**src/verilog/gfx_mode_pkg.sv**
```systemverilog
package gfx_mode_pkg;

  // framebuffer geometry, one word per pixel
  localparam int fb_width  = 320;
  localparam int fb_height = 240;

  // coordinate widths follow from the size
  localparam int fb_x_bits = $clog2(fb_width);
  localparam int fb_y_bits = $clog2(fb_height);

  localparam int color_bits = 8;

  // word address of a pixel is y * fb_width + x
  localparam int fb_addr_bits = $clog2(fb_width * fb_height);

  // queue depths between the stages
  localparam int cmd_fifo_depth = 4;
  localparam int pix_fifo_depth = 8;

  // one queued line, endpoints as written by the host
  typedef struct packed {
    logic [fb_x_bits-1:0]  x0;
    logic [fb_y_bits-1:0]  y0;
    logic [fb_x_bits-1:0]  x1;
    logic [fb_y_bits-1:0]  y1;
    logic [color_bits-1:0] color;
  } line_cmd_t;

  // one rasterized pixel on its way to memory
  typedef struct packed {
    logic [fb_x_bits-1:0]  x;
    logic [fb_y_bits-1:0]  y;
    logic [color_bits-1:0] color;
  } pixel_t;

endpackage

```
**src/verilog/gfx_bus_pkg.sv**
```systemverilog
package gfx_bus_pkg;

  // host port widths
  localparam int wb_data_bits = 32;
  localparam int wb_addr_bits = 4;

  // register offsets, in words
  // x0 in the low half, y0 in the high half
  localparam logic [wb_addr_bits-1:0] reg_p0 = 4'd0;

  // x1 in the low half, y1 in the high half
  localparam logic [wb_addr_bits-1:0] reg_p1 = 4'd1;

  localparam logic [wb_addr_bits-1:0] reg_color = 4'd2;

  // any write here queues the staged line
  localparam logic [wb_addr_bits-1:0] reg_go = 4'd3;

  // lines done count below the idle bit
  localparam logic [wb_addr_bits-1:0] reg_status = 4'd4;

  // status bit positions
  localparam int status_idle_bit = 16;

endpackage

```
**src/verilog/gfx_fifo.sv**
```systemverilog
`timescale 1ns/1ps

module gfx_fifo #(
  parameter type payload_t = logic [7:0],
  parameter int  depth     = 4
) (
  input  logic     clk,
  input  logic     reset,
  input  logic     push,
  input  payload_t push_data,
  output logic     full,
  input  logic     pop,
  output payload_t pop_data,
  output logic     empty
);
  localparam int ptr_bits   = (depth > 1) ? $clog2(depth) : 1;
  localparam int count_bits = $clog2(depth + 1);

  payload_t              mem [depth];
  logic [ptr_bits-1:0]   wr_ptr;
  logic [ptr_bits-1:0]   rd_ptr;
  logic [count_bits-1:0] count;
  logic                  do_push;
  logic                  do_pop;

  // pointers wrap at depth, which need not be a power of two
  function automatic logic [ptr_bits-1:0] next_ptr(input logic [ptr_bits-1:0] ptr);
    return (ptr == ptr_bits'(depth - 1)) ? '0 : ptr + 1'b1;
  endfunction

  assign do_push = push && !full;
  assign do_pop  = pop && !empty;
  assign full    = (count == count_bits'(depth));
  assign empty   = (count == '0);

  // first word falls through to the head
  assign pop_data = mem[rd_ptr];

  always_ff @(posedge clk) begin
    if (do_push) begin
      mem[wr_ptr] <= push_data;
    end
  end

  always_ff @(posedge clk) begin
    if (reset) begin
      wr_ptr <= '0;
      rd_ptr <= '0;
      count  <= '0;
    end else begin
      if (do_push) begin
        wr_ptr <= next_ptr(wr_ptr);
      end
      if (do_pop) begin
        rd_ptr <= next_ptr(rd_ptr);
      end
      if (do_push && !do_pop) begin
        count <= count + 1'b1;
      end else if (do_pop && !do_push) begin
        count <= count - 1'b1;
      end
    end
  end

endmodule

```
**src/verilog/gfx_cmd_regs.sv**
```systemverilog
`timescale 1ns/1ps

module gfx_cmd_regs
  import gfx_mode_pkg::*;
  import gfx_bus_pkg::*;
(
  input  logic                    clk,
  input  logic                    reset,
  input  logic                    wb_cyc,
  input  logic                    wb_stb,
  input  logic                    wb_we,
  input  logic [wb_addr_bits-1:0] wb_adr,
  input  logic [wb_data_bits-1:0] wb_dat_w,
  output logic                    wb_ack,
  output logic [wb_data_bits-1:0] wb_dat_r,
  output logic                    cmd_push,
  output line_cmd_t               cmd_data,
  input  logic                    cmd_full,
  input  logic                    cmd_empty,
  input  logic                    line_done,
  input  logic                    raster_busy,
  input  logic                    pix_empty,
  input  logic                    writer_busy
);
  localparam int half = wb_data_bits / 2;

  // staged line, pushed as a whole on go
  logic [fb_x_bits-1:0]       x0_q;
  logic [fb_y_bits-1:0]       y0_q;
  logic [fb_x_bits-1:0]       x1_q;
  logic [fb_y_bits-1:0]       y1_q;
  logic [color_bits-1:0]      color_q;

  logic [status_idle_bit-1:0] lines_done;
  logic                       idle;
  logic                       req;
  logic                       go_req;
  logic                       accept;
  logic [wb_data_bits-1:0]    rd_word;

  // a request is new until its ack has been given
  assign req    = wb_cyc && wb_stb && !wb_ack;
  assign go_req = req && wb_we && (wb_adr == reg_go);

  // go holds off its ack while the queue is full
  assign accept   = req && !(go_req && cmd_full);
  assign cmd_push = go_req && !cmd_full;
  assign cmd_data = '{x0: x0_q, y0: y0_q, x1: x1_q, y1: y1_q, color: color_q};

  // nothing queued, nothing drawing, nothing waiting for memory
  assign idle = cmd_empty && !raster_busy && pix_empty && !writer_busy;

  always_comb begin
    rd_word = '0;
    case (wb_adr)
      reg_p0: begin
        rd_word[fb_x_bits-1:0]      = x0_q;
        rd_word[half +: fb_y_bits]  = y0_q;
      end
      reg_p1: begin
        rd_word[fb_x_bits-1:0]      = x1_q;
        rd_word[half +: fb_y_bits]  = y1_q;
      end
      reg_color: rd_word[color_bits-1:0] = color_q;
      reg_status: begin
        rd_word[status_idle_bit-1:0] = lines_done;
        rd_word[status_idle_bit]     = idle;
      end
      default: rd_word = '0;
    endcase
  end

  always_ff @(posedge clk) begin
    if (reset) begin
      wb_ack     <= 1'b0;
      lines_done <= '0;
    end else begin
      wb_ack <= accept;
      if (line_done) begin
        lines_done <= lines_done + 1'b1;
      end
    end
  end

  always_ff @(posedge clk) begin
    if (accept && wb_we) begin
      case (wb_adr)
        reg_p0: begin
          x0_q <= wb_dat_w[fb_x_bits-1:0];
          y0_q <= wb_dat_w[half +: fb_y_bits];
        end
        reg_p1: begin
          x1_q <= wb_dat_w[fb_x_bits-1:0];
          y1_q <= wb_dat_w[half +: fb_y_bits];
        end
        reg_color: color_q <= wb_dat_w[color_bits-1:0];
        default: ;
      endcase
    end
    if (accept && !wb_we) begin
      wb_dat_r <= rd_word;
    end
  end

endmodule

```
**src/verilog/gfx_line.sv**
```systemverilog
`timescale 1ns/1ps

module gfx_line
  import gfx_mode_pkg::*;
(
  input  logic      clk,
  input  logic      reset,
  input  logic      cmd_empty,
  output logic      cmd_pop,
  input  line_cmd_t cmd_data,
  output logic      pix_push,
  output pixel_t    pix_data,
  input  logic      pix_full,
  output logic      busy,
  output logic      done
);
  localparam int cord_bits = (fb_x_bits > fb_y_bits) ? fb_x_bits : fb_y_bits;
  // room for the sign and for doubling the error
  localparam int err_bits  = cord_bits + 2;

  typedef enum logic [1:0] {
    st_idle,
    st_setup0,
    st_setup1,
    st_draw
  } state_t;

  state_t                      state;

  logic [fb_x_bits-1:0]        x;
  logic [fb_y_bits-1:0]        y;
  logic [fb_x_bits-1:0]        x_end;
  logic [fb_y_bits-1:0]        y_end;
  logic [color_bits-1:0]       color_q;
  logic                        left_to_right;

  // dx is positive, dy is zero or negative
  logic signed [err_bits-1:0]  dx;
  logic signed [err_bits-1:0]  dy;
  logic signed [err_bits-1:0]  err;

  logic                        at_x_end;
  logic                        at_y_end;
  logic                        movx;

  assign cmd_pop  = (state == st_idle) && !cmd_empty;
  assign pix_push = (state == st_draw) && !pix_full;
  assign pix_data = '{x: x, y: y, color: color_q};
  assign busy     = (state != st_idle);

  assign at_x_end = (x == x_end);
  assign at_y_end = (y == y_end);

  // one axis per step; once an axis is done only the other may move
  always_comb begin
    if (at_x_end) begin
      movx = 1'b0;
    end else if (at_y_end) begin
      movx = 1'b1;
    end else begin
      movx = ((err <<< 1) >= dy);
    end
  end

  always_ff @(posedge clk) begin
    if (reset) begin
      state <= st_idle;
      done  <= 1'b0;
    end else begin
      done <= 1'b0;
      case (state)
        st_idle: begin
          if (!cmd_empty) begin
            state <= st_setup0;
          end
        end
        st_setup0: state <= st_setup1;
        st_setup1: state <= st_draw;
        st_draw: begin
          if (!pix_full && at_x_end && at_y_end) begin
            state <= st_idle;
            done  <= 1'b1;
          end
        end
        default: state <= st_idle;
      endcase
    end
  end

  always_ff @(posedge clk) begin
    case (state)
      st_idle: begin
        // start from the upper endpoint so y only grows
        if (cmd_data.y0 > cmd_data.y1) begin
          x     <= cmd_data.x1;
          y     <= cmd_data.y1;
          x_end <= cmd_data.x0;
          y_end <= cmd_data.y0;
        end else begin
          x     <= cmd_data.x0;
          y     <= cmd_data.y0;
          x_end <= cmd_data.x1;
          y_end <= cmd_data.y1;
        end
        color_q <= cmd_data.color;
      end
      st_setup0: begin
        left_to_right <= (x < x_end);
        dx <= (x < x_end) ? signed'({{(err_bits - fb_x_bits){1'b0}}, x_end - x})
                          : signed'({{(err_bits - fb_x_bits){1'b0}}, x - x_end});
        dy <= signed'({{(err_bits - fb_y_bits){1'b0}}, y})
            - signed'({{(err_bits - fb_y_bits){1'b0}}, y_end});
      end
      st_setup1: err <= dx + dy;
      st_draw: begin
        if (!pix_full && !(at_x_end && at_y_end)) begin
          if (movx) begin
            x   <= left_to_right ? x + 1'b1 : x - 1'b1;
            err <= err + dy;
          end else begin
            y   <= y + 1'b1;
            err <= err + dx;
          end
        end
      end
      default: ;
    endcase
  end

endmodule

```
**src/verilog/gfx_pixel_writer.sv**
```systemverilog
`timescale 1ns/1ps

module gfx_pixel_writer
  import gfx_mode_pkg::*;
(
  input  logic                    clk,
  input  logic                    reset,
  input  logic                    pix_empty,
  output logic                    pix_pop,
  input  pixel_t                  pix_data,
  output logic                    busy,
  output logic                    fb_cyc,
  output logic                    fb_stb,
  output logic                    fb_we,
  output logic [fb_addr_bits-1:0] fb_adr,
  output logic [color_bits-1:0]   fb_dat,
  input  logic                    fb_ack
);
  localparam logic [fb_addr_bits-1:0] row_words = fb_addr_bits'(fb_width);

  // a write cycle is open from pop until ack
  logic                    active;
  logic [fb_addr_bits-1:0] pixel_addr;

  assign pixel_addr = fb_addr_bits'(pix_data.y) * row_words + fb_addr_bits'(pix_data.x);

  // take the next pixel only between cycles
  assign pix_pop = !active && !pix_empty;

  assign fb_cyc = active;
  assign fb_stb = active;
  // write only port
  assign fb_we  = active;
  assign busy   = active;

  always_ff @(posedge clk) begin
    if (reset) begin
      active <= 1'b0;
    end else if (active) begin
      if (fb_ack) begin
        active <= 1'b0;
      end
    end else if (!pix_empty) begin
      active <= 1'b1;
    end
  end

  // address and data held until ack
  always_ff @(posedge clk) begin
    if (pix_pop) begin
      fb_adr <= pixel_addr;
      fb_dat <= pix_data.color;
    end
  end

endmodule

```
**src/verilog/gfx_line_engine.sv**
```systemverilog
`timescale 1ns/1ps

module gfx_line_engine
  import gfx_mode_pkg::*;
  import gfx_bus_pkg::*;
(
  input  logic                    clk,
  input  logic                    reset,
  input  logic                    wb_cyc,
  input  logic                    wb_stb,
  input  logic                    wb_we,
  input  logic [wb_addr_bits-1:0] wb_adr,
  input  logic [wb_data_bits-1:0] wb_dat_w,
  output logic                    wb_ack,
  output logic [wb_data_bits-1:0] wb_dat_r,
  output logic                    fb_cyc,
  output logic                    fb_stb,
  output logic                    fb_we,
  output logic [fb_addr_bits-1:0] fb_adr,
  output logic [color_bits-1:0]   fb_dat,
  input  logic                    fb_ack
);
  // host side of the command queue
  logic      cmd_push;
  line_cmd_t cmd_in;
  logic      cmd_full;
  // rasterizer side of the command queue
  logic      cmd_pop;
  line_cmd_t cmd_head;
  logic      cmd_empty;

  logic      pix_push;
  pixel_t    pix_in;
  logic      pix_full;
  logic      pix_pop;
  pixel_t    pix_head;
  logic      pix_empty;

  logic      line_done;
  logic      raster_busy;
  logic      writer_busy;

  gfx_cmd_regs u_cmd_regs (
    .clk(clk), .reset(reset),
    .wb_cyc(wb_cyc), .wb_stb(wb_stb), .wb_we(wb_we), .wb_adr(wb_adr),
    .wb_dat_w(wb_dat_w), .wb_ack(wb_ack), .wb_dat_r(wb_dat_r),
    .cmd_push(cmd_push), .cmd_data(cmd_in), .cmd_full(cmd_full), .cmd_empty(cmd_empty),
    .line_done(line_done), .raster_busy(raster_busy),
    .pix_empty(pix_empty), .writer_busy(writer_busy)
  );

  gfx_fifo #(.payload_t(line_cmd_t), .depth(cmd_fifo_depth)) u_cmd_fifo (
    .clk(clk), .reset(reset),
    .push(cmd_push), .push_data(cmd_in), .full(cmd_full),
    .pop(cmd_pop), .pop_data(cmd_head), .empty(cmd_empty)
  );

  gfx_line u_line (
    .clk(clk), .reset(reset),
    .cmd_empty(cmd_empty), .cmd_pop(cmd_pop), .cmd_data(cmd_head),
    .pix_push(pix_push), .pix_data(pix_in), .pix_full(pix_full),
    .busy(raster_busy), .done(line_done)
  );

  gfx_fifo #(.payload_t(pixel_t), .depth(pix_fifo_depth)) u_pix_fifo (
    .clk(clk), .reset(reset),
    .push(pix_push), .push_data(pix_in), .full(pix_full),
    .pop(pix_pop), .pop_data(pix_head), .empty(pix_empty)
  );

  gfx_pixel_writer u_pixel_writer (
    .clk(clk), .reset(reset),
    .pix_empty(pix_empty), .pix_pop(pix_pop), .pix_data(pix_head), .busy(writer_busy),
    .fb_cyc(fb_cyc), .fb_stb(fb_stb), .fb_we(fb_we),
    .fb_adr(fb_adr), .fb_dat(fb_dat), .fb_ack(fb_ack)
  );

endmodule

```
**config.mk**
```make
export PLATFORM = sky130hd
export DESIGN_NAME = gfx_line_engine
export DESIGN_NICKNAME = d
export VERILOG_FILES = /design/src/verilog/gfx_mode_pkg.sv /design/src/verilog/gfx_bus_pkg.sv /design/src/verilog/gfx_fifo.sv /design/src/verilog/gfx_cmd_regs.sv /design/src/verilog/gfx_line.sv /design/src/verilog/gfx_pixel_writer.sv /design/src/verilog/gfx_line_engine.sv
export SDC_FILE = /design/constraint.sdc
export NUM_CORES = 1
export LEC_CHECK = 0
export BUFFER_PORTS_ARGS = -buffer_cell sky130_fd_sc_hd__clkbuf_2
export CORE_MARGIN = 2
export CORE_UTILIZATION = 38
export DETAILED_ROUTE_END_ITERATION = 16
export GPL_ROUTABILITY_DRIVEN = 0
export MAX_ROUTING_LAYER = met4
export SLEW_MARGIN = 20
export SYNTH_ARGS = -nofsm -noshare
export SYNTH_HDL_FRONTEND = slang
export SYNTH_SLANG_ARGS = --single-unit
export TNS_END_PERCENT = 10
```
**constraint.sdc**
```tcl
create_clock -name clk -period 7.3 [get_ports clk]
set_input_delay 0 -clock clk [delete_from_list [all_inputs] [get_ports clk]]
set_output_delay 0 -clock clk [all_outputs]
set_load 0.05 [all_outputs]
```
; ---- Word-level counts from Yosys, hierarchy flattened
; Memory sizes are Yosys's and may differ from the RTL's. A register that Yosys moved wholly into a read port is not among the register bits.
; Index checks and enable logic that the tools add are counted.
[totals]
memories = 2
regBits = 205
word_cells = 177
rom_bits = 0
mem_bits_rw = 368
inputBits = 42
latch_bits = 0
out_inout_bits = 61
[memory_table]
columns = memory, words, width, read_ports, rd_clocked_by_memory_dff, write_ports, line_no
row1 = u_pix_fifo.mem, 8, 25, 1, 1, 1, gfx_fifo.sv:19  ; payload_t mem [depth];
row2 = u_cmd_fifo.mem, 4, 42, 1, 1, 1, gfx_fifo.sv:19
[op_classes]
bitwise_logic = 1
magnitude_cmp = 3
n_reduce_logical = 58
n_eq_ne = 20
n_shift = 0
multipliers = 1
n_div = 0
addsub = 19
n_mux = 44
[op_table]
columns = cell, count
row1 = 9-bit 2-to-1 mux, 6
row2 = 11-bit adder, 3
row3 = 8-bit 2-to-1 mux, 4
row4 = 8-bit one-hot mux with 4 select lines, 1
row5 = 1-bit logical AND, 27
row6 = 11-bit 2-to-1 mux, 2
row7 = 11-bit one-hot mux with 2 select lines, 1
row8 = 3-bit 2-to-1 mux, 6
row9 = 9-bit one-hot mux with 2 select lines, 1
row10 = 9-bit subtractor, 2
row11 = 17-bit by 9-bit adder with 17-bit output, 1
row12 = 16-bit by 1-bit adder with 16-bit output (second input constant), 1
row13 = 8-bit one-hot mux with 2 select lines, 1
row14 = 1-bit logical NOT, 14
row15 = 7-bit one-hot mux with 2 select lines, 1
row16 = 2-bit 2-to-1 mux, 6
row17 = 11-bit greater-or-equal comparator, 1
row18 = 8-bit by 3-bit multiplier with 11-bit output (second input constant), 1
row19 = 1-bit 2-to-1 mux, 10
row20 = 2-bit AND reduction, 5
row21 = 2-bit nonzero test, 5
row22 = 3-bit by 1-bit adder with 3-bit output (second input constant), 3
row23 = 9-bit by 1-bit adder with 9-bit output (second input constant), 1
row24 = 3-bit equality test (second input constant), 3
row25 = 28 further kinds, 40

; ---- Logic depth before layout (Yosys ltp)
; Gate-level depths: netlist of the first run.
[logic_depth]
depth_word = 10
ltp_mapped = 18
ltp_nobuf = 17

; ---- Cells and area by module
; A second synthesis of the first run with hierarchy kept.
[unflattened]
cells_unflattened = 1534
area_unflattened_um2 = 25490.7
[modules_own_cells]
columns = module, seq_area_each_um2, area_each_um2, n_inst, cells_each
row1 = gfx_fifo at u_pix_fifo, 6266.0, 8391.8, 1, 366
row2 = gfx_fifo at u_cmd_fifo, 5225.0, 6541.3, 1, 270
row3 = gfx_line, 2192.1, 5815.6, 1, 565
row4 = gfx_cmd_regs, 2322.2, 3281.9, 1, 227
row5 = gfx_pixel_writer, 770.7, 1460.2, 1, 106

; ---- Least setup slack after synthesis of the first run
; OpenSTA, ideal clock, no wires.
[synth_path]
path_type = reg2reg
from = register u_line.dy[1]
to = register u_line.err[8] (data pin)
t_required_ns = 7.027
setup_time_ns = 0.273
t_arrival_ns = 3.943
setup_slack_ns = 3.084
n_path_buf = 1
path_stages_with_launch = 19
synth_period_minus_slack_ns = 4.216
cell_sequence = edfxtp_1 -> inv_1 -> ha_1 -> nor2b_1 -> o22a_1 -> a221oi_1 -> nor3b_1 -> nor3b_2 -> buf_2 -> mux2_1 -> ha_1 -> fa_1 -> a21o_1 -> a21oi_1 -> o21bai_1 -> a2111oi_0 -> nor3_1 -> xnor2_1 -> mux2i_1
[synth_between]
elab_chain_cells = 6
word_cells_on_any_way = 8
cone_classes = 2 x add/sub / 1 x order compare / 5 x mux
[synth_rtl]
columns = item, line_no
row1 = from (decl), gfx_line.sv:39  ; logic signed [err_bits-1:0] dy;
row2 = from (signal assigned), gfx_line.sv:111  ; dy <= signed'({{(err_bits - fb_y_bits){1'b0}}, y})
row3 = 11-bit greater-or-equal comparator, gfx_line.sv:61  ; movx = ((err <<< 1) >= dy);
row4 = 1-bit 2-to-1 mux, gfx_line.sv:58  ; end else if (at_y_end) begin
row5 = 1-bit 2-to-1 mux, gfx_line.sv:56  ; if (at_x_end) begin
row6 = 11-bit 2-to-1 mux, gfx_line.sv:117  ; if (movx) begin
row7 = 11-bit 2-to-1 mux, gfx_line.sv:116  ; if (!pix_full && !(at_x_end && at_y_end)) begin
row8 = 11-bit one-hot mux with 2 select lines (*), gfx_line.sv:91  ; case (state)
row9 = to (signal assigned), gfx_line.sv:114  ; st_setup1: err <= dx + dy;
row10 = to (signal assigned), gfx_line.sv:119  ; err <= err + dy;
row11 = to (signal assigned), gfx_line.sv:122  ; err <= err + dx;
row12 = to (decl), gfx_line.sv:40  ; logic signed [err_bits-1:0] err;
; Mark *: on every way between the ends. The rest lies on a longest branch, timed or not. The select of a mux whose other input is x is not followed.
; A chain may end at the register's enable or synchronous reset.

; ---- Worst setup path after layout of the first run
[layout_path]
from = register u_line.y[5]
to = register u_line.err[8] (data pin)
[layout_between]
elab_chain_cells = 6
[layout_rtl]
columns = item, line_no
row1 = from (decl), gfx_line.sv:31  ; logic [fb_y_bits-1:0] y;
row2 = from (signal assigned), gfx_line.sv:96  ; y <= cmd_data.y1;
row3 = from (signal assigned), gfx_line.sv:101  ; y <= cmd_data.y0;
row4 = from (signal assigned), gfx_line.sv:121  ; y <= y + 1'b1;
row5 = 8-bit equality test, gfx_line.sv:52  ; assign at_y_end = (y == y_end);
row6 = 1-bit 2-to-1 mux, gfx_line.sv:58
row7 = 1-bit 2-to-1 mux, gfx_line.sv:56
row8 = 11-bit 2-to-1 mux, gfx_line.sv:117
row9 = 11-bit 2-to-1 mux, gfx_line.sv:116
row10 = 11-bit one-hot mux with 2 select lines, gfx_line.sv:91
; No other way between the ends. The select of a mux whose other input is x is not followed.

==> flow_summary.toml, run 1 <==
[synth]
syn_avg_cell_area_um2 = 16.7
ys.flop_type = "edfxtp_1"
synth-async-reset-ratio_pct = 0
syn_area_mm2 = 0.0248
post-synth-top-area-cell = "edfxtp_1"
syn_inst = 1483
synth_area_leaders = "edfxtp_1, mux4_2, ha_1"
seq_area_frac_synth_pct = 67.6
yosys_warnings = 0
synth-edff-count = 530
ys_types = 73
ys_top_cells_by_count = "edfxtp_1, ha_1, mux4_2"
synth_most_common_cell = "edfxtp_1"
yosys.area.top_type_share_pct = 64.1
ys_ff_latch = 573

[floorplanning]
start_util_pct = 38.4
die_x_um = 260
rows = 93
dieArea_mm2 = 0.0674
coreArea_mm2 = 0.0646
io_pins = 103
die_h_um = 260

[place]
port_buffers = 79
hpwlAfterDp_um = 31600

[power]
power.total_mw = 12.7
p_leak_nw = 10.1
p_per_area_mw_per_mm2 = 440
vdd_drop_max_uv = 256

[worst_setup_path]
start_kind = "flop"
ff2ff_setup_slack_ns = 2.38
crit_path_max_fanout = 12
cp_num_buf_inv = 1
path_cells = "ha_1 > nand4_1 > nor2_1 > a31oi_1 > nor3b_1 > nor3b_2 > buf_4 > mux2_1 > ha_1 > fa_1 > a21o_1 > a21oi_1 > o21bai_1 > a2111oi_0 > nor3_1 > xnor2_1 > mux2i_1"
reg2reg_from = "u_line.y[5]"
critPathSlowestCell = "edfxtp_1"
worst_path_largest_cell_delay_ns = 0.58
crit_arrival_ns = 5.24
path_class = "reg -> reg"
r2r-end = "u_line.err[8]"
end_kind = "flop"
r2r_cells = 17
worstPathRequired_ns = 7.62
critical-path-top-delay-family = "adder cells"
path_common_cell = "ha_1"

[layout]
fin_util_pct = 44.5
num-nets-final = 1781
area_growth_pct = 15.7
fillerInstances = 5630
drive_gt1_share_pct = 22.0
diodes = 0

[cts]
postCtsResizedCells = 0
clk_pin_slew_worst_paths_ns = 0.06
cts_made_buffers = 60
clock_latency_ns = 0.62
tritoncts = "done"
cts.sink_count = 573
cts_max_level = 2
clockRootBuffer = "clkbuf_16"
cts_max_path_buffers = 3

[timing]
setup_viol_count_final = 0
fin_setup_tns_ns = 0
fmax_mhz = 203
hold_viol_final = 0
fin_crit_sh_pct = 67.4
tightest_slew_ns = 1.02
slew_headroom_pct = 32.2
drv_slew = 0
skew_ns = 0.0310
rsz0062_at_grt = "false"
layout_min_cycle_time_ns = 4.92

[flow_run]
maxCapViolCount = 0

[grt]
grt_max_degree = 43
grt_pass1_vias = 13364
antenna_found_initial = 0
grt-ovfl-total = 0
gr-usage-all-layers_pct = 15.1
grt_pass1_wl_um = 75800

[min_path]
hp-start = "wb_cyc"
hold_depth = 5
min_to = "u_cmd_fifo.wr_ptr[1]"
hold_path_class = "in -> reg"

[run_status]
status = "complete, no violations"

[detailed_routing]
totalWireLength_um = 49100
vias = 12783
viasPerCell = 5.04
first_iter_violations = 786
drc_errors = 0
wl_per_cell_um = 19.4
firstDrtPassIters = 5
drtAntennaViolNets = 0
-- metrics by stage --
step	cell area [um2]	hold WS (ns)	setup WS [ns]	instances
2_1_floorplan	24900	0.0989	3.08	1490
3_3_place_gp	26300	0.190	2.41	2394
3_5_place_dp	26300	0.195	2.43	2394
4_1_cts	28700	0.0104	2.33	2534
5_1_grt	28700	0.0912	1.94	2534
6_report	28700	0.0196	2.38	2534
-- cell usage in the layout, fill, tap and decap left out, types with 6 or more instances in the layout --
| cell type | instances |
|---|---|
| mux2_1 | 8 |
| dlygate4sd3_1 | 26 |
| nor2b_1 | 13 |
| o21ai_1 | 24 |
| a22o_1 | 8 |
| nor3_1 | 17 |
| a21o_1 | 16 |
| o21bai_1 | 6 |
| dfxtp_1 | 39 |
| ha_1 | 102 |
| buf_4 | 25 |
| nand2b_1 | 11 |
| xnor2_1 | 44 |
| and2_1 | 7 |
| nand3_1 | 11 |
| a22oi_1 | 17 |
| mux4_2 | 92 |
| clkinv_1 | 13 |
| mux2_2 | 37 |
| clkbuf_2 | 79 |
| nand2_1 | 64 |
| nor2_1 | 50 |
| clkinvlp_4 | 7 |
| clkbuf_16 | 61 |
| o21ai_0 | 18 |
| nand4_1 | 9 |
| fa_1 | 10 |
| and3_1 | 14 |
| clkbuf_1 | 7 |
| edfxtp_1 | 530 |
| bufinv_16 | 12 |
| mux2i_1 | 39 |
| a21oi_1 | 43 |
| xor2_1 | 31 |
| inv_1 | 78 |
| conb_1 | 8 |
| clkinv_2 | 8 |
-- worst max path at each step --
stage	from	to	slack [ns]	cells past startpoint
finish	u_line.y[5]	u_line.err[8]	2.38	17
global placement	u_line.y[3]	u_line.err[8]	2.41	17
floorplan	u_line.dy[1]	u_line.err[8]	3.08	18
CTS	u_line.y[5]	u_line.err[8]	2.33	17
detailed placement	u_line.y[3]	u_line.err[8]	2.43	17
global route	u_line.y[6]	u_line.err[8]	1.94	17
-- where the power goes --
group / total [mW] / internal [mW] / leakage, nW / switching [mW]
clock network: 3.23 / 1.97 / 1.02 / 1.26
registers: 4.89 / 4.39 / 5.19 / 0.499
logic: 4.52 / 1.99 / 3.87 / 2.53
-- layout make-up --
| class | count | area, um2 | share of cell area, % |
|---|---|---|---|
| flip-flops and latches | 573 | 16800 | 58.4 |
| well taps | 855 | 1070 | 3.72 |
| inverters | 78 | 293 | 1.02 |
| clock inverters | 44 | 558 | 1.94 |
| clock buffers | 70 | 1580 | 5.50 |
| repair buffers | 130 | 843 | 2.93 |
| multi-input cells | 784 | 7610 | 26.5 |
-- cell families after synthesis --
group / synth area share [%]
DFF: 67.6
and+or+nand+nor: 4.88
muxes: 12.0
AOI/OAI and AO/OA: 4.71
buffers and inverters: 2.28
adders and majority gates: 5.95
xor gates and xnor gates: 2.65
other: 0.0151
-- flip-flops by register name, indices dropped and copies added (netlist names), 10 cells and up, named ones only --
signal and count:
u_cmd_regs.lines_done 16, u_cmd_regs.wb_dat_r 24, u_pix_fifo.mem 200, u_line.err 10
u_pixel_writer.fb_adr 17, u_cmd_fifo.mem 168
-- worst register-to-register path: cells and delay by family, from the launching register on --
family                     cells  cell delay (ns)
xor gates and xnor gates       1             0.14
adders and majority gates      3             1.10
AOI/OAI and AO/OA              5             1.08
and+or+nand+nor                5             1.02
muxes                          2             0.44
buffers and inverters          1             0.25
DFF                            1             0.58
-- layer usage --
layer / global-route usage (%) / wire length [um]
met2: 25.2 / 24200
met3: 2.10 / 1890
met5: - / 0
met4: 4.39 / 1100
met1: 19.2 / 21900
-- timing repair --
action                                 in CTS  in global routing
endpoints found under the hold margin      58                  0
hold buffers                               26                  0
setup buffers                               0                  0
(Power assumes the default switching activity.)
==> run 2, diff against run 1 <==
Settings changed: ABC_AREA set to 1.
Clock period 7.3 ns to 4 ns, I/O delays scaled along.
==> flow_summary.toml, run 2 <==
[layout]
area_growth_pct = 15.1
fin_util_pct = 44.0
num-nets-final = 2496
mostFrequentLayoutCells = "edfxtp_1, nand2_1, nor2_1"
mostFrequentLayoutCell = "edfxtp_1"
diodes = 0
layout.cells.non_filler = 3264
drive_gt1_share_pct = 11.2
reg_top3 = "u_pix_fifo.mem: 200 flops, u_cmd_fifo.mem: 168 flops, u_cmd_regs.wb_dat_r: 24 flops"
top_register = "u_pix_fifo.mem"
largest_reg_flops = 200

[detailed_routing]
first_iter_violations = 1348
firstDrtPassIters = 6
viasPerCell = 5.12
vias = 16723
totalWireLength_um = 58300
wl_per_cell_um = 17.9
drtAntennaViolNets = 0
drc_errors = 0

[worst_setup_path]
path_class = "reg -> reg"
end_kind = "flop"
worst_path_largest_cell_delay_ns = 0.44
crit_arrival_ns = 4.02
crit_path_max_fanout = 8
worstPathRequired_ns = 4.34
ff2ff_setup_slack_ns = 0.33
path_cells = "inv_1 > ha_1 > nand2_1 > nor2_1 > nand3_1 > nand3_1 > nand2_1 > nand3_1 > nand2_2 > nand2_1 > o21ai_0 > ha_1 > fa_1 > nand2_1 > nand2_1 > a21o_1 > nand2_1 > nand2_1 > a21oi_1 > nand2_1 > nand2_1 > o22ai_1"
path_common_cell = "nand2_1"
critPathSlowestCell = "edfxtp_1"
start_kind = "flop"

[synth]
synth_area_leaders = "edfxtp_1, ha_1, o21ai_0"
yosys.area.top_type_share_pct = 62.3
synth-async-reset-ratio_pct = 0
syn_area_mm2 = 0.0255
seq_area_frac_synth_pct = 65.7
yosys_warnings = 0
synth_most_common_cell = "edfxtp_1"
ys_types = 62
ys.flop_type = "edfxtp_1"
syn_inst = 2214
ys_top_cells_by_count = "edfxtp_1, nand2_1, nor2_1"
synth-edff-count = 530
syn_avg_cell_area_um2 = 11.5
ys_ff_latch = 573
post-synth-top-area-cell = "edfxtp_1"

[grt]
grt_max_degree = 101
gr-usage-all-layers_pct = 17.2
grt-ovfl-total = 0
grt_pass1_wl_um = 91700
grt_pass1_vias = 16564
antenna_found_initial = 0

[cts]
clk_pin_slew_worst_paths_ns = 0.06
cts_max_path_buffers = 3
tritoncts = "done"
cts_made_buffers = 61
cts.sink_count = 573
clock_latency_ns = 0.61
cts_max_level = 2
postCtsResizedCells = 0
clockRootBuffer = "clkbuf_16"

[timing]
rsz0062_at_grt = "false"
slew_headroom_pct = 31.9
drv_slew = 0
tightest_slew_ns = 1.01
hold_ws_ns = 0.0682
setup_viol_count_final = 0
skew_ns = 0.0111
fin_setup_tns_ns = 0
hold_viol_final = 0
fin_crit_sh_pct = 91.9
fmax_mhz = 272
layout_min_cycle_time_ns = 3.67

[power]
power_frac_comb_pct = 44.5
seq_power_share_pct = 33.4
p_leak_nw = 10.9
power.total_mw = 26.1
clkPwrFrac_pct = 22.0
p_switching_mw = 10.6
vdd_drop_max_uv = 544
p_per_area_mw_per_mm2 = 890
switching_share_pct = 40.4
p_int_mw = 15.6

[floorplanning]
die_h_um = 263
die_x_um = 263
dieArea_mm2 = 0.0693
start_util_pct = 38.2
io_pins = 103
coreArea_mm2 = 0.0668
rows = 95

[place]
dpl.cell_count = 3129
hpwlAfterDp_um = 37900
port_buffers = 79

[flow_run]
maxCapViolCount = 0

[min_path]
hold_path_class = "in -> reg"

[run_status]
status = "complete, no violations"
-- run 2: cell types whose count changed after synthesis, sizes merged, moves of 17 or more --
cell	previous run	this run
a21oi	46	105
a31oi	3	24
a32o	0	17
clkbuf	25	53
inv	78	175
mux2	45	0
mux2i	39	1
mux4	92	0
nand2	64	323
nand3	11	41
nor2	55	314
o21ai	44	249
o22ai	1	55
xnor2	44	9
-- run 2: cell type report --
type / count / area, um2
clock inverters: 40 / 469
repair buffers: 157 / 1110
flip-flops and latches: 573 / 16800
clock buffers: 72 / 1590
multi-input cells: 1372 / 7670
inverters: 177 / 667
well taps: 873 / 1090
fillers: 6100 / 37400
-- run 2: cells by family (layout without fill, tap and decap cells) --
family	count (synthesis)	in the layout	synth area share, %
xor gates and xnor gates	35	35	1.20
buffers and inverters	276	446	4.57
muxes	1	1	0.0392
adders and majority gates	112	112	5.78
DFF	573	573	65.7
other	1	8	0.0147
and+or+nand+nor	719	719	11.5
AOI/OAI and AO/OA	497	497	11.1
-- run 2: worst max-delay path: cells and delay by family, from the launching register on --
| kind | cells | cell delay (ns) |
|---|---|---|
| simple gates | 14 | 1.31 |
| fa+ha+maj | 3 | 1.03 |
| flops | 1 | 0.44 |
| buf+inv | 1 | 0.12 |
| compound gates | 4 | 0.50 |
-- run 2: repair_timing --
action / 4_1_cts / 5_1_grt
hold buffers: 23 / 0
hold endpoints to repair: 71 / 0
setup buffers: 0 / 0
-- run 2: through the flow --
stage	instance area (um2)	setup WS, ns
5_1_grt	29400	0.0473
2_1_floorplan	25600	0.612
4_1_cts	29400	0.361
3_3_place_gp	27100	0.396
3_5_place_dp	27100	0.372
6_report	29400	0.326
-- run 2: power by group through the flow --
stage               sequential, mW  combinational, mW  clock (mW)
floorplan                     9.28               8.17           0
global placement              8.83               11.2           0
detailed placement            8.87               11.6           0
CTS                           8.74               11.7        5.88
global route                  8.82               13.2        6.13
finish                        8.74               11.6        5.76
-- run 2: final timing paths --
| path | start | to | cells past startpoint |
|---|---|---|---|
| max | u_line.dy[9] | u_line.err[6] | 22 |
| min | wb_adr[2] | u_cmd_regs.wb_dat_r[5] | 5 |
| max reg2reg | u_line.dy[9] | u_line.err[6] | 22 |
| min reg2reg | u_pix_fifo.count[3] | u_pix_fifo.count[3] | 2 |
-- run 2: per-layer routing --
layer	vias to the layer above	routed length (um)	track usage [%]	share of wire, %
met1	8145	25900	21.8	45
met2	385	28700	29.4	49
met4	0	1160	4.36	2.0
met5	-	0	-	0
li1	8119	-	-	-
met3	74	2520	2.24	4.3
